--- src/rtl/rv_pkg.sv ---
`default_nettype none

package rv_pkg;

  // Datapath widths
  localparam int xlen = 32;
  localparam int reg_addr_w = 5;

  typedef logic [xlen-1:0] word_t;
  typedef logic [reg_addr_w-1:0] reg_idx_t;

  // Sequential fetch increment
  localparam word_t pc_step = 32'd4;

  // Major opcodes
  localparam logic [6:0] opcode_lui = 7'b01_101_11;
  localparam logic [6:0] opcode_reg_imm = 7'b00_100_11;
  localparam logic [6:0] opcode_reg_reg = 7'b01_100_11;
  localparam logic [6:0] opcode_branch = 7'b11_000_11;
  localparam logic [6:0] opcode_jal = 7'b11_011_11;
  localparam logic [6:0] opcode_environ = 7'b11_100_11;

  // ALU funct3, shared by register-immediate and register-register forms
  localparam logic [2:0] funct3_add_sub = 3'b000;
  localparam logic [2:0] funct3_sll = 3'b001;
  localparam logic [2:0] funct3_slt = 3'b010;
  localparam logic [2:0] funct3_sltu = 3'b011;
  localparam logic [2:0] funct3_xor = 3'b100;
  localparam logic [2:0] funct3_srl_sra = 3'b101;
  localparam logic [2:0] funct3_or = 3'b110;
  localparam logic [2:0] funct3_and = 3'b111;

  // Branch funct3
  localparam logic [2:0] funct3_beq = 3'b000;
  localparam logic [2:0] funct3_bne = 3'b001;
  localparam logic [2:0] funct3_blt = 3'b100;
  localparam logic [2:0] funct3_bge = 3'b101;
  localparam logic [2:0] funct3_bltu = 3'b110;
  localparam logic [2:0] funct3_bgeu = 3'b111;

  // Selects SUB and SRA/SRAI
  localparam logic [6:0] funct7_alt = 7'b0100000;

  // addi x0, x0, 0
  localparam word_t insn_nop = 32'h0000_0013;

  // What occupies the writeback slot this cycle
  typedef enum logic [1:0] {
    cycle_invalid = 2'd0,
    cycle_reset = 2'd1,
    cycle_no_stall = 2'd2,
    cycle_taken_branch = 2'd3
  } cycle_status_e;

  // Execute stage contents
  typedef struct packed {
    word_t pc;
    word_t insn;
    cycle_status_e status;
    reg_idx_t rs1;
    reg_idx_t rs2;
    word_t rs1_data;
    word_t rs2_data;
    reg_idx_t rd;
    word_t imm_i;
    word_t imm_b;
    word_t imm_j;
  } exec_rec_t;

  // Memory and writeback stage contents
  typedef struct packed {
    word_t pc;
    word_t insn;
    cycle_status_e status;
    reg_idx_t rd;
    word_t rd_data;
    logic we;
    logic halt;
  } mem_rec_t;

endpackage

`default_nettype wire

--- src/rtl/alu_unit.sv ---
`timescale 1ns/100ps
`default_nettype none

module alu_unit import rv_pkg::*; (
  input wire word_t pc,
  input wire word_t insn,
  input wire word_t rs1_val,
  input wire word_t rs2_val,
  input wire word_t imm_i,
  output word_t rd_data,
  output logic we
);

  logic [6:0] opcode;
  logic [2:0] funct3;
  logic [6:0] funct7;
  logic is_rr;
  logic alt;
  word_t operand_b;
  logic [4:0] shamt;
  word_t op_result;
  logic op_legal;

  assign opcode = insn[6:0];
  assign funct3 = insn[14:12];
  assign funct7 = insn[31:25];
  assign is_rr = opcode == opcode_reg_reg;
  assign alt = funct7 == funct7_alt;

  // Second operand is rs2 or the I immediate
  assign operand_b = is_rr ? rs2_val : imm_i;
  assign shamt = operand_b[4:0];

  // One datapath for both ALU forms
  always_comb begin
    case (funct3)
      funct3_add_sub: begin
        if (is_rr && alt) begin
          op_result = rs1_val - operand_b;
        end else begin
          op_result = rs1_val + operand_b;
        end
      end
      funct3_sll: op_result = rs1_val << shamt;
      funct3_slt: op_result = word_t'($signed(rs1_val) < $signed(operand_b));
      funct3_sltu: op_result = word_t'(rs1_val < operand_b);
      funct3_xor: op_result = rs1_val ^ operand_b;
      funct3_srl_sra: begin
        // Arithmetic shift keeps the sign
        if (alt) begin
          op_result = $signed(rs1_val) >>> shamt;
        end else begin
          op_result = rs1_val >> shamt;
        end
      end
      funct3_or: op_result = rs1_val | operand_b;
      default: op_result = rs1_val & operand_b;
    endcase
  end

  // funct7 must match the op
  always_comb begin
    if (is_rr) begin
      op_legal = funct7 == '0 ||
                 (alt && (funct3 == funct3_add_sub || funct3 == funct3_srl_sra));
    end else if (funct3 == funct3_sll) begin
      op_legal = funct7 == '0;
    end else if (funct3 == funct3_srl_sra) begin
      op_legal = funct7 == '0 || alt;
    end else begin
      op_legal = 1'b1;
    end
  end

  // Result select
  always_comb begin
    rd_data = '0;
    we = 1'b0;
    case (opcode)
      opcode_lui: begin
        rd_data = {insn[31:12], 12'b0};
        we = 1'b1;
      end
      opcode_reg_imm, opcode_reg_reg: begin
        rd_data = op_result;
        we = op_legal;
      end
      opcode_jal: begin
        // Link address
        rd_data = pc + pc_step;
        we = 1'b1;
      end
      default: begin
        // Branches, ECALL and unknown encodings write nothing
        we = 1'b0;
      end
    endcase
  end

endmodule

`default_nettype wire

--- src/rtl/branch_unit.sv ---
`timescale 1ns/100ps
`default_nettype none

module branch_unit import rv_pkg::*; (
  input wire word_t pc,
  input wire word_t insn,
  input wire word_t rs1_val,
  input wire word_t rs2_val,
  input wire word_t imm_b,
  input wire word_t imm_j,
  output logic taken,
  output word_t target
);

  logic [6:0] opcode;
  logic [2:0] funct3;

  assign opcode = insn[6:0];
  assign funct3 = insn[14:12];

  always_comb begin
    taken = 1'b0;
    target = pc + imm_b;
    case (opcode)
      opcode_branch: begin
        case (funct3)
          funct3_beq: taken = rs1_val == rs2_val;
          funct3_bne: taken = rs1_val != rs2_val;
          funct3_blt: taken = $signed(rs1_val) < $signed(rs2_val);
          funct3_bge: taken = $signed(rs1_val) >= $signed(rs2_val);
          funct3_bltu: taken = rs1_val < rs2_val;
          funct3_bgeu: taken = rs1_val >= rs2_val;
          // Reserved encodings fall through
          default: taken = 1'b0;
        endcase
      end
      opcode_jal: begin
        taken = 1'b1;
        target = pc + imm_j;
      end
      default: taken = 1'b0;
    endcase
  end

endmodule

`default_nettype wire

--- src/rtl/execute_stage.sv ---
`timescale 1ns/100ps
`default_nettype none

module execute_stage import rv_pkg::*; (
  input wire clk,
  input wire rst,
  input wire exec_rec_t exec_in,
  input wire reg_idx_t mem_rd,
  input wire word_t mem_data,
  input wire mem_we,
  output logic branch_taken,
  output word_t branch_target,
  output mem_rec_t mem_rec
);

  exec_rec_t ex_q;
  word_t op1;
  word_t op2;
  word_t alu_data;
  logic alu_we;
  logic is_halt;

  // Execute register
  always_ff @(posedge clk or posedge rst) begin
    if (rst) begin
      ex_q <= '0;
      ex_q.status <= cycle_reset;
    end else begin
      ex_q <= exec_in;
    end
  end

  // Producer one slot ahead sits in memory
  assign op1 = (mem_we && ex_q.rs1 != '0 && mem_rd == ex_q.rs1) ? mem_data : ex_q.rs1_data;
  assign op2 = (mem_we && ex_q.rs2 != '0 && mem_rd == ex_q.rs2) ? mem_data : ex_q.rs2_data;

  alu_unit alu_unit_i (
    .pc(ex_q.pc),
    .insn(ex_q.insn),
    .rs1_val(op1),
    .rs2_val(op2),
    .imm_i(ex_q.imm_i),
    .rd_data(alu_data),
    .we(alu_we)
  );

  branch_unit branch_unit_i (
    .pc(ex_q.pc),
    .insn(ex_q.insn),
    .rs1_val(op1),
    .rs2_val(op2),
    .imm_b(ex_q.imm_b),
    .imm_j(ex_q.imm_j),
    .taken(branch_taken),
    .target(branch_target)
  );

  // ECALL only, all upper bits clear
  assign is_halt = ex_q.insn[6:0] == opcode_environ && ex_q.insn[31:7] == '0;

  // Record handed to the memory register
  always_comb begin
    mem_rec.pc = ex_q.pc;
    mem_rec.insn = ex_q.insn;
    mem_rec.status = ex_q.status;
    mem_rec.rd = ex_q.rd;
    mem_rec.rd_data = alu_data;
    // rd x0 is no write at all
    mem_rec.we = alu_we && ex_q.rd != '0;
    mem_rec.halt = is_halt;
  end

  // Bubbles from decode stay inert through both units
  bubble_quiet: assert property (@(posedge clk) disable iff (rst)
    ex_q.status != cycle_no_stall |-> !(mem_rec.we || mem_rec.halt || branch_taken))
    else $error("bubble in execute raised we, halt or a redirect");

endmodule

`default_nettype wire

--- src/rtl/fetch_decode.sv ---
`timescale 1ns/100ps
`default_nettype none

module fetch_decode import rv_pkg::*; (
  input wire clk,
  input wire rst,
  input wire branch_taken,
  input wire word_t branch_target,
  output word_t pc_to_imem,
  input wire word_t insn_from_imem,
  output reg_idx_t rs1,
  output reg_idx_t rs2,
  input wire word_t rs1_data,
  input wire word_t rs2_data,
  input wire reg_idx_t mem_rd,
  input wire word_t mem_data,
  input wire mem_we,
  output exec_rec_t exec_rec
);

  word_t pc_q;

  // Decode register
  word_t dec_pc;
  word_t dec_insn;
  cycle_status_e dec_status;

  reg_idx_t dec_rd;
  word_t imm_i;
  word_t imm_b;
  word_t imm_j;
  word_t fwd_rs1;
  word_t fwd_rs2;

  // PC steps by one word unless execute redirects
  always_ff @(posedge clk or posedge rst) begin
    if (rst) begin
      pc_q <= '0;
    end else if (branch_taken) begin
      pc_q <= branch_target;
    end else begin
      pc_q <= pc_q + pc_step;
    end
  end

  assign pc_to_imem = pc_q;

  // Fetched word lands in decode, squashed on redirect
  always_ff @(posedge clk or posedge rst) begin
    if (rst) begin
      dec_pc <= '0;
      dec_insn <= '0;
      dec_status <= cycle_reset;
    end else if (branch_taken) begin
      dec_pc <= '0;
      dec_insn <= '0;
      dec_status <= cycle_taken_branch;
    end else begin
      dec_pc <= pc_q;
      dec_insn <= insn_from_imem;
      dec_status <= cycle_no_stall;
    end
  end

  // Field split
  assign rs1 = dec_insn[19:15];
  assign rs2 = dec_insn[24:20];
  assign dec_rd = dec_insn[11:7];

  // Sign-extended immediates
  assign imm_i = {{20{dec_insn[31]}}, dec_insn[31:20]};
  assign imm_b = {{19{dec_insn[31]}}, dec_insn[31], dec_insn[7], dec_insn[30:25],
                  dec_insn[11:8], 1'b0};
  assign imm_j = {{11{dec_insn[31]}}, dec_insn[31], dec_insn[19:12], dec_insn[20],
                  dec_insn[30:21], 1'b0};

  // Producer two slots ahead is in memory now
  assign fwd_rs1 = (mem_we && rs1 != '0 && mem_rd == rs1) ? mem_data : rs1_data;
  assign fwd_rs2 = (mem_we && rs2 != '0 && mem_rd == rs2) ? mem_data : rs2_data;

  // Next execute record, bubble when execute redirects
  always_comb begin
    exec_rec = '0;
    if (branch_taken) begin
      exec_rec.status = cycle_taken_branch;
    end else begin
      exec_rec.pc = dec_pc;
      exec_rec.insn = dec_insn;
      exec_rec.status = dec_status;
      exec_rec.rs1 = rs1;
      exec_rec.rs2 = rs2;
      exec_rec.rs1_data = fwd_rs1;
      exec_rec.rs2_data = fwd_rs2;
      exec_rec.rd = dec_rd;
      exec_rec.imm_i = imm_i;
      exec_rec.imm_b = imm_b;
      exec_rec.imm_j = imm_j;
    end
  end

  // Redirect targets keep fetch word aligned
  pc_aligned: assert property (@(posedge clk) disable iff (rst) pc_q[1:0] == 2'b00)
    else $error("fetch PC %h not word aligned", pc_q);

endmodule

`default_nettype wire

--- src/rtl/reg_file.sv ---
`timescale 1ns/100ps
`default_nettype none

module reg_file import rv_pkg::*; (
  input wire clk,
  input wire rst,
  input wire reg_idx_t rd,
  input wire word_t rd_data,
  input wire we,
  input wire reg_idx_t rs1,
  input wire reg_idx_t rs2,
  output word_t rs1_data,
  output word_t rs2_data
);

  word_t regs [32];

  // Write port, x0 never written
  always_ff @(posedge clk or posedge rst) begin
    if (rst) begin
      for (int i = 0; i < 32; i++) begin
        regs[i] <= '0;
      end
    end else if (we && rd != '0) begin
      regs[rd] <= rd_data;
    end
  end

  // Read with bypass of the same-cycle write
  function automatic word_t read_port(input reg_idx_t idx);
    if (idx == '0) begin
      return '0;
    end else if (we && rd == idx) begin
      return rd_data;
    end
    return regs[idx];
  endfunction

  // Both ports follow the array and the write port as well as the index
  always_comb begin
    rs1_data = read_port(rs1);
    rs2_data = read_port(rs2);
  end

  // x0 stays zero whatever writeback presents
  x0_zero: assert property (@(posedge clk) disable iff (rst) regs[0] == '0)
    else $error("x0 holds a nonzero value");

endmodule

`default_nettype wire

--- src/rtl/rv_pipeline.sv ---
`timescale 1ns/100ps
`default_nettype none

module rv_pipeline import rv_pkg::*; (
  input wire clk,
  input wire rst,
  output word_t pc_to_imem,
  input wire word_t insn_from_imem,
  output logic halt,
  output word_t trace_writeback_pc,
  output word_t trace_writeback_insn,
  output cycle_status_e trace_writeback_cycle_status,
  output logic trace_writeback_we,
  output reg_idx_t trace_writeback_rd,
  output word_t trace_writeback_data
);

  exec_rec_t exec_rec;
  mem_rec_t mem_next;
  mem_rec_t mem_q;
  mem_rec_t wb_q;
  logic branch_taken;
  word_t branch_target;
  reg_idx_t rs1;
  reg_idx_t rs2;
  word_t rs1_data;
  word_t rs2_data;

  fetch_decode fetch_decode_i (
    .clk(clk),
    .rst(rst),
    .branch_taken(branch_taken),
    .branch_target(branch_target),
    .pc_to_imem(pc_to_imem),
    .insn_from_imem(insn_from_imem),
    .rs1(rs1),
    .rs2(rs2),
    .rs1_data(rs1_data),
    .rs2_data(rs2_data),
    .mem_rd(mem_q.rd),
    .mem_data(mem_q.rd_data),
    .mem_we(mem_q.we),
    .exec_rec(exec_rec)
  );

  execute_stage execute_stage_i (
    .clk(clk),
    .rst(rst),
    .exec_in(exec_rec),
    .mem_rd(mem_q.rd),
    .mem_data(mem_q.rd_data),
    .mem_we(mem_q.we),
    .branch_taken(branch_taken),
    .branch_target(branch_target),
    .mem_rec(mem_next)
  );

  // Memory stage just passes through, then writeback
  always_ff @(posedge clk or posedge rst) begin
    if (rst) begin
      mem_q <= '0;
      mem_q.status <= cycle_reset;
      wb_q <= '0;
      wb_q.status <= cycle_reset;
    end else begin
      mem_q <= mem_next;
      wb_q <= mem_q;
    end
  end

  reg_file reg_file_i (
    .clk(clk),
    .rst(rst),
    .rd(wb_q.rd),
    .rd_data(wb_q.rd_data),
    .we(wb_q.we),
    .rs1(rs1),
    .rs2(rs2),
    .rs1_data(rs1_data),
    .rs2_data(rs2_data)
  );

  // Trace of the retiring slot
  assign halt = wb_q.halt;
  assign trace_writeback_pc = wb_q.pc;
  assign trace_writeback_insn = wb_q.insn;
  assign trace_writeback_cycle_status = wb_q.status;
  assign trace_writeback_we = wb_q.we;
  assign trace_writeback_rd = wb_q.rd;
  assign trace_writeback_data = wb_q.rd_data;

  // Every stage register carries a defined status from reset on
  wb_status_valid: assert property (@(posedge clk) disable iff (rst)
    wb_q.status != cycle_invalid)
    else $error("writeback status is cycle_invalid");

endmodule

`default_nettype wire

--- config.mk ---
export PLATFORM = sky130hd
export DESIGN_NAME = rv_pipeline
export DESIGN_NICKNAME = d
export VERILOG_FILES = /design/src/rtl/rv_pkg.sv /design/src/rtl/alu_unit.sv /design/src/rtl/branch_unit.sv /design/src/rtl/execute_stage.sv /design/src/rtl/fetch_decode.sv /design/src/rtl/reg_file.sv /design/src/rtl/rv_pipeline.sv
export SDC_FILE = /design/constraint.sdc
export NUM_CORES = 2
export LEC_CHECK = 0
export BUFFER_PORTS_ARGS = -buffer_cell sky130_fd_sc_hd__buf_4
export CAP_MARGIN = 20
export CORE_MARGIN = 1
export CORE_UTILIZATION = 42
export DETAILED_ROUTE_END_ITERATION = 6
export MAX_ROUTING_LAYER = met4
export PLACE_DENSITY = 0.59
export SYNTH_ARGS = -nofsm -noshare
export SYNTH_HDL_FRONTEND = slang
export SYNTH_SLANG_ARGS = --single-unit
--- constraint.sdc ---
create_clock -name clk -period 55.6 [get_ports clk]
set_clock_uncertainty 0.2 [all_clocks]
set_input_delay 5.56 -clock clk [delete_from_list [all_inputs] [get_ports clk]]
set_output_delay 5.56 -clock clk [all_outputs]
set_load 0.01 [all_outputs]
==> summary.txt <==
STA
  – Slew Limit Fails: 0
  – RSZ-0062 raised after global routing: no
  – Tcrit/Tclk final: 17.8%
  – Max-Slew Margin vs Limit: 26.2%
  – Setup_tns: 0 ps
  – Post-layout min period: 9900 ps
  – Fmax: 101 MHz
  – Setup WS post-layout: 45,700 ps
  – Endpoints failing setup: 0
  – Slew @ Worst Pin: 1110 ps
  – Final Hold Viols: 0

Placed design
  – DP Worst Slack: 44,630 ps
  – Final GP Congestion: 1.05
  – Post-DP HPWL: 187 mm
  – PortBufs: 170

Synth
  – Post-synth cell types: 94
  – Ys Warns: 0
  – Post-synth EDFFs: 0
  – Top_reg_cell synth: dfrtp_1
  – Post-synth top area share: 44.5%
  – Post-synth top area cell: dfrtp_1
  – Async set-reset flop share out of synthesis: 100%
  – Syn Inst Count: 6,470
  – Synthesized flop and latch total: 1,452
  – Post-Syn Area per Cell: 12.6 um2
  – Syn_nets: 6,667
  – Sequential-to-total area share from yosys stat: 44.6%
  – Post-synthesis cell area: 81,500 um2
  – Ranking of synthesized cells by area: dfrtp_1 44%, mux4_2 16%, mux2_2 16%, ha_1 2.5%, clkbuf_1 2.0%

Clocking
  – CTS clk-pin slew, worst paths: 60 ps
  – TritonCTS clock tree: yes
  – CTS Hold Bufs: 0
  – Clk sinks: 1,452
  – Root buffer cell: clkbuf_16
  – Clk Latency, worst-skew pair: 840 ps
  – Num CTS Buffers: 162
  – Clock buffer depth: 3
  – CTS H-tree lvls: 4
  – Number of setup buffers added after CTS: 0
  – Post_cts resized: 0

Status
  – Failing checks: DRC
  – Run status: finished with violations

Critical path
  – Critical path class: input port to async pin
  – Critical path data arrival time: 10,530 ps
  – Worst Setup Start Kind: input port
  – RR Startpoint: execute_stage_i.mem_rec[43]$_DFF_PP0_
  – Largest fanout on the critical path: 113
  – Worst Path Required: 56,230 ps
  – CP startpoint: rst
  – Critical path endpoint category: async pin

Floorplan
  – # IOs: 171
  – DIE HEIGHT: 442 um
  – CORE AREA: 193,000 um2
  – Initial Util: 42.3%
  – Die span in x: 442 um
  – Die area: 196,000 um2
  – Num rows: 161

Drt
  – Wirelength, routed: 289 mm
  – 1st-iter DRT viols: 6,404
  – Vias post-DR: 58,266
  – Final routed DRC violation total: 6
  – Avg Vias per Cell: 6.43
  – Drt wl/cell: 31.9 um
  – Post-DRT Antenna Nets: 0
  – Pre-antenna DRT Iters: 7

Global routing
  – Initial antenna violation count: 12
  – First-pass GRT wire length: 422 mm
  – Vias in the first global route: 58,394
  – Pin count of the biggest net entering global routing: 184
  – Total GRT Usage: 30.3%
  – Grt ovf: 0

Power and ir drop
  – Leak: 0.0412 uW
  – Power per Cell Area: 28.5 nW/um2
  – Maximum vdd drop: 24.0 uV

Cells and area
  – Area Overhead vs Synth: 11.6%
  – Share of layout cells above drive strength 1: 37.1%
  – Commonest non-fill, non-tap cell in the layout: dfrtp_1
  – Nets: 6,593
  – Commonest non-fill, non-tap cells in the layout: 1,438 x dfrtp_1, 1,144 x mux2_2, 576 x mux4_2

Worst hold path
  – Hold wc startpoint: mem_q[64]$_DFF_PP0_
  – Tightest Hold Check Type: flip-flop to flip-flop

Job
  – Max-Cap Viols: 0
state kept, by name, indices dropped and copies added (netlist names):
name                          count
fetch_decode_i.dec_pc            32
execute_stage_i.ex_q             65
execute_stage_i.mem_rec          65
trace_writeback_data             32
reg_file_i.regs                1024
trace_writeback_we                1
fetch_decode_i.dec_status         2
trace_writeback_rd                4
mem_q                           100
fetch_decode_i.dec_insn          32
trace_writeback_cycle_status      2
trace_writeback_insn             28
halt                              1
fetch_decode_i.pc_to_imem        32
trace_writeback_pc               32
cell type report:
class	instances	area, um2
Multi-Input combinational cell	4284	42500
Fill cell	17078	102000
Tap cell	2526	3160
Inverter	146	561
Antenna cell	8	20.0
Clock buffer	236	4680
Timing Repair Buffer	350	2860
Sequential cell	1452	36400
Clock inverter	60	721
kinds of logic after synthesis:
kind of cell	after synthesis	share of synthesized area [%]
simple gates	1050	6.04
xor+xnor	140	1.51
buf+inv	734	3.51
fa+ha+maj	163	2.53
flops	1452	44.6
other cells	1	0.00460
mux	1861	33.5
compound gates	1069	8.31
metal layers:
layer / part of all wire (%) / GRT usage, %
met3: 8.4 / 5.97
met2: 46 / 45.4
met1: 41 / 40.5
met4: 4.1 / 11.5
met5: 0 / -
worst max-delay path, stage by stage:
cell and delay (ps):
buf_4 140, inv_8 420, buf_4 840, buf_4 760, buf_4 790, buf_4 850
buf_4 810
through the flow:
stage | utilization [%] | area (um2) | instances | power, uW | hold slack (ps)
final | 47.2 | 90900 | 9062 | 2590 | 130
after global placement | 44.2 | 85200 | 8748 | 1510 | 132
after global routing | 47.2 | 90900 | 9062 | 2680 | 137
after floorplan | - | 81500 | 6470 | 1380 | 131
after detailed placement | 44.3 | 85300 | 8752 | 1510 | 135
after CTS | 47.1 | 90700 | 9048 | 2610 | 132
synth_stat cells, types with 20 or more instances:
cell type and number:
a211oi_1 49, a21o_1 49, a21oi_1 295, a22oi_1 87
a31oi_1 81, and2_1 137, buf_1 114, buf_2 20
clkbuf_1 441, dfrtp_1 1448, ha_1 160, inv_1 135
mux2_2 1144, mux2i_1 138, mux4_2 576, nand2_1 396
nand3_1 73, nand4_1 38, nor2_1 234, nor3_1 41
o211ai_1 24, o21ai_0 259, o31ai_1 20, xnor2_1 86
xor2_1 54
where the power goes:
group | internal (uW) | leakage [uW] | switching [uW]
clock network | 632 | 0.00265 | 462
registers | 1100 | 0.0197 | 54.6
logic | 131 | 0.0188 | 208
final timing paths:
check | endpoint | slack [ps] | cells after the start
max | execute_stage_i.mem_rec[88]$_DFF_PP0_ | 45700 | 7
min | trace_writeback_insn[23]$_DFF_PP0_ | 130 | 0
min reg2reg | trace_writeback_insn[23]$_DFF_PP0_ | 130 | 0
min in group asynchronous | reg_file_i.regs[911]$_DFFE_PP0P_ | 4660 | 2
max reg2reg | mem_q[26]$_DFF_PP0_ | 47740 | 22
max in group clk | trace_writeback_rd[4] | 47690 | 1
No activity file was read; power rests on OpenSTA's default activity.
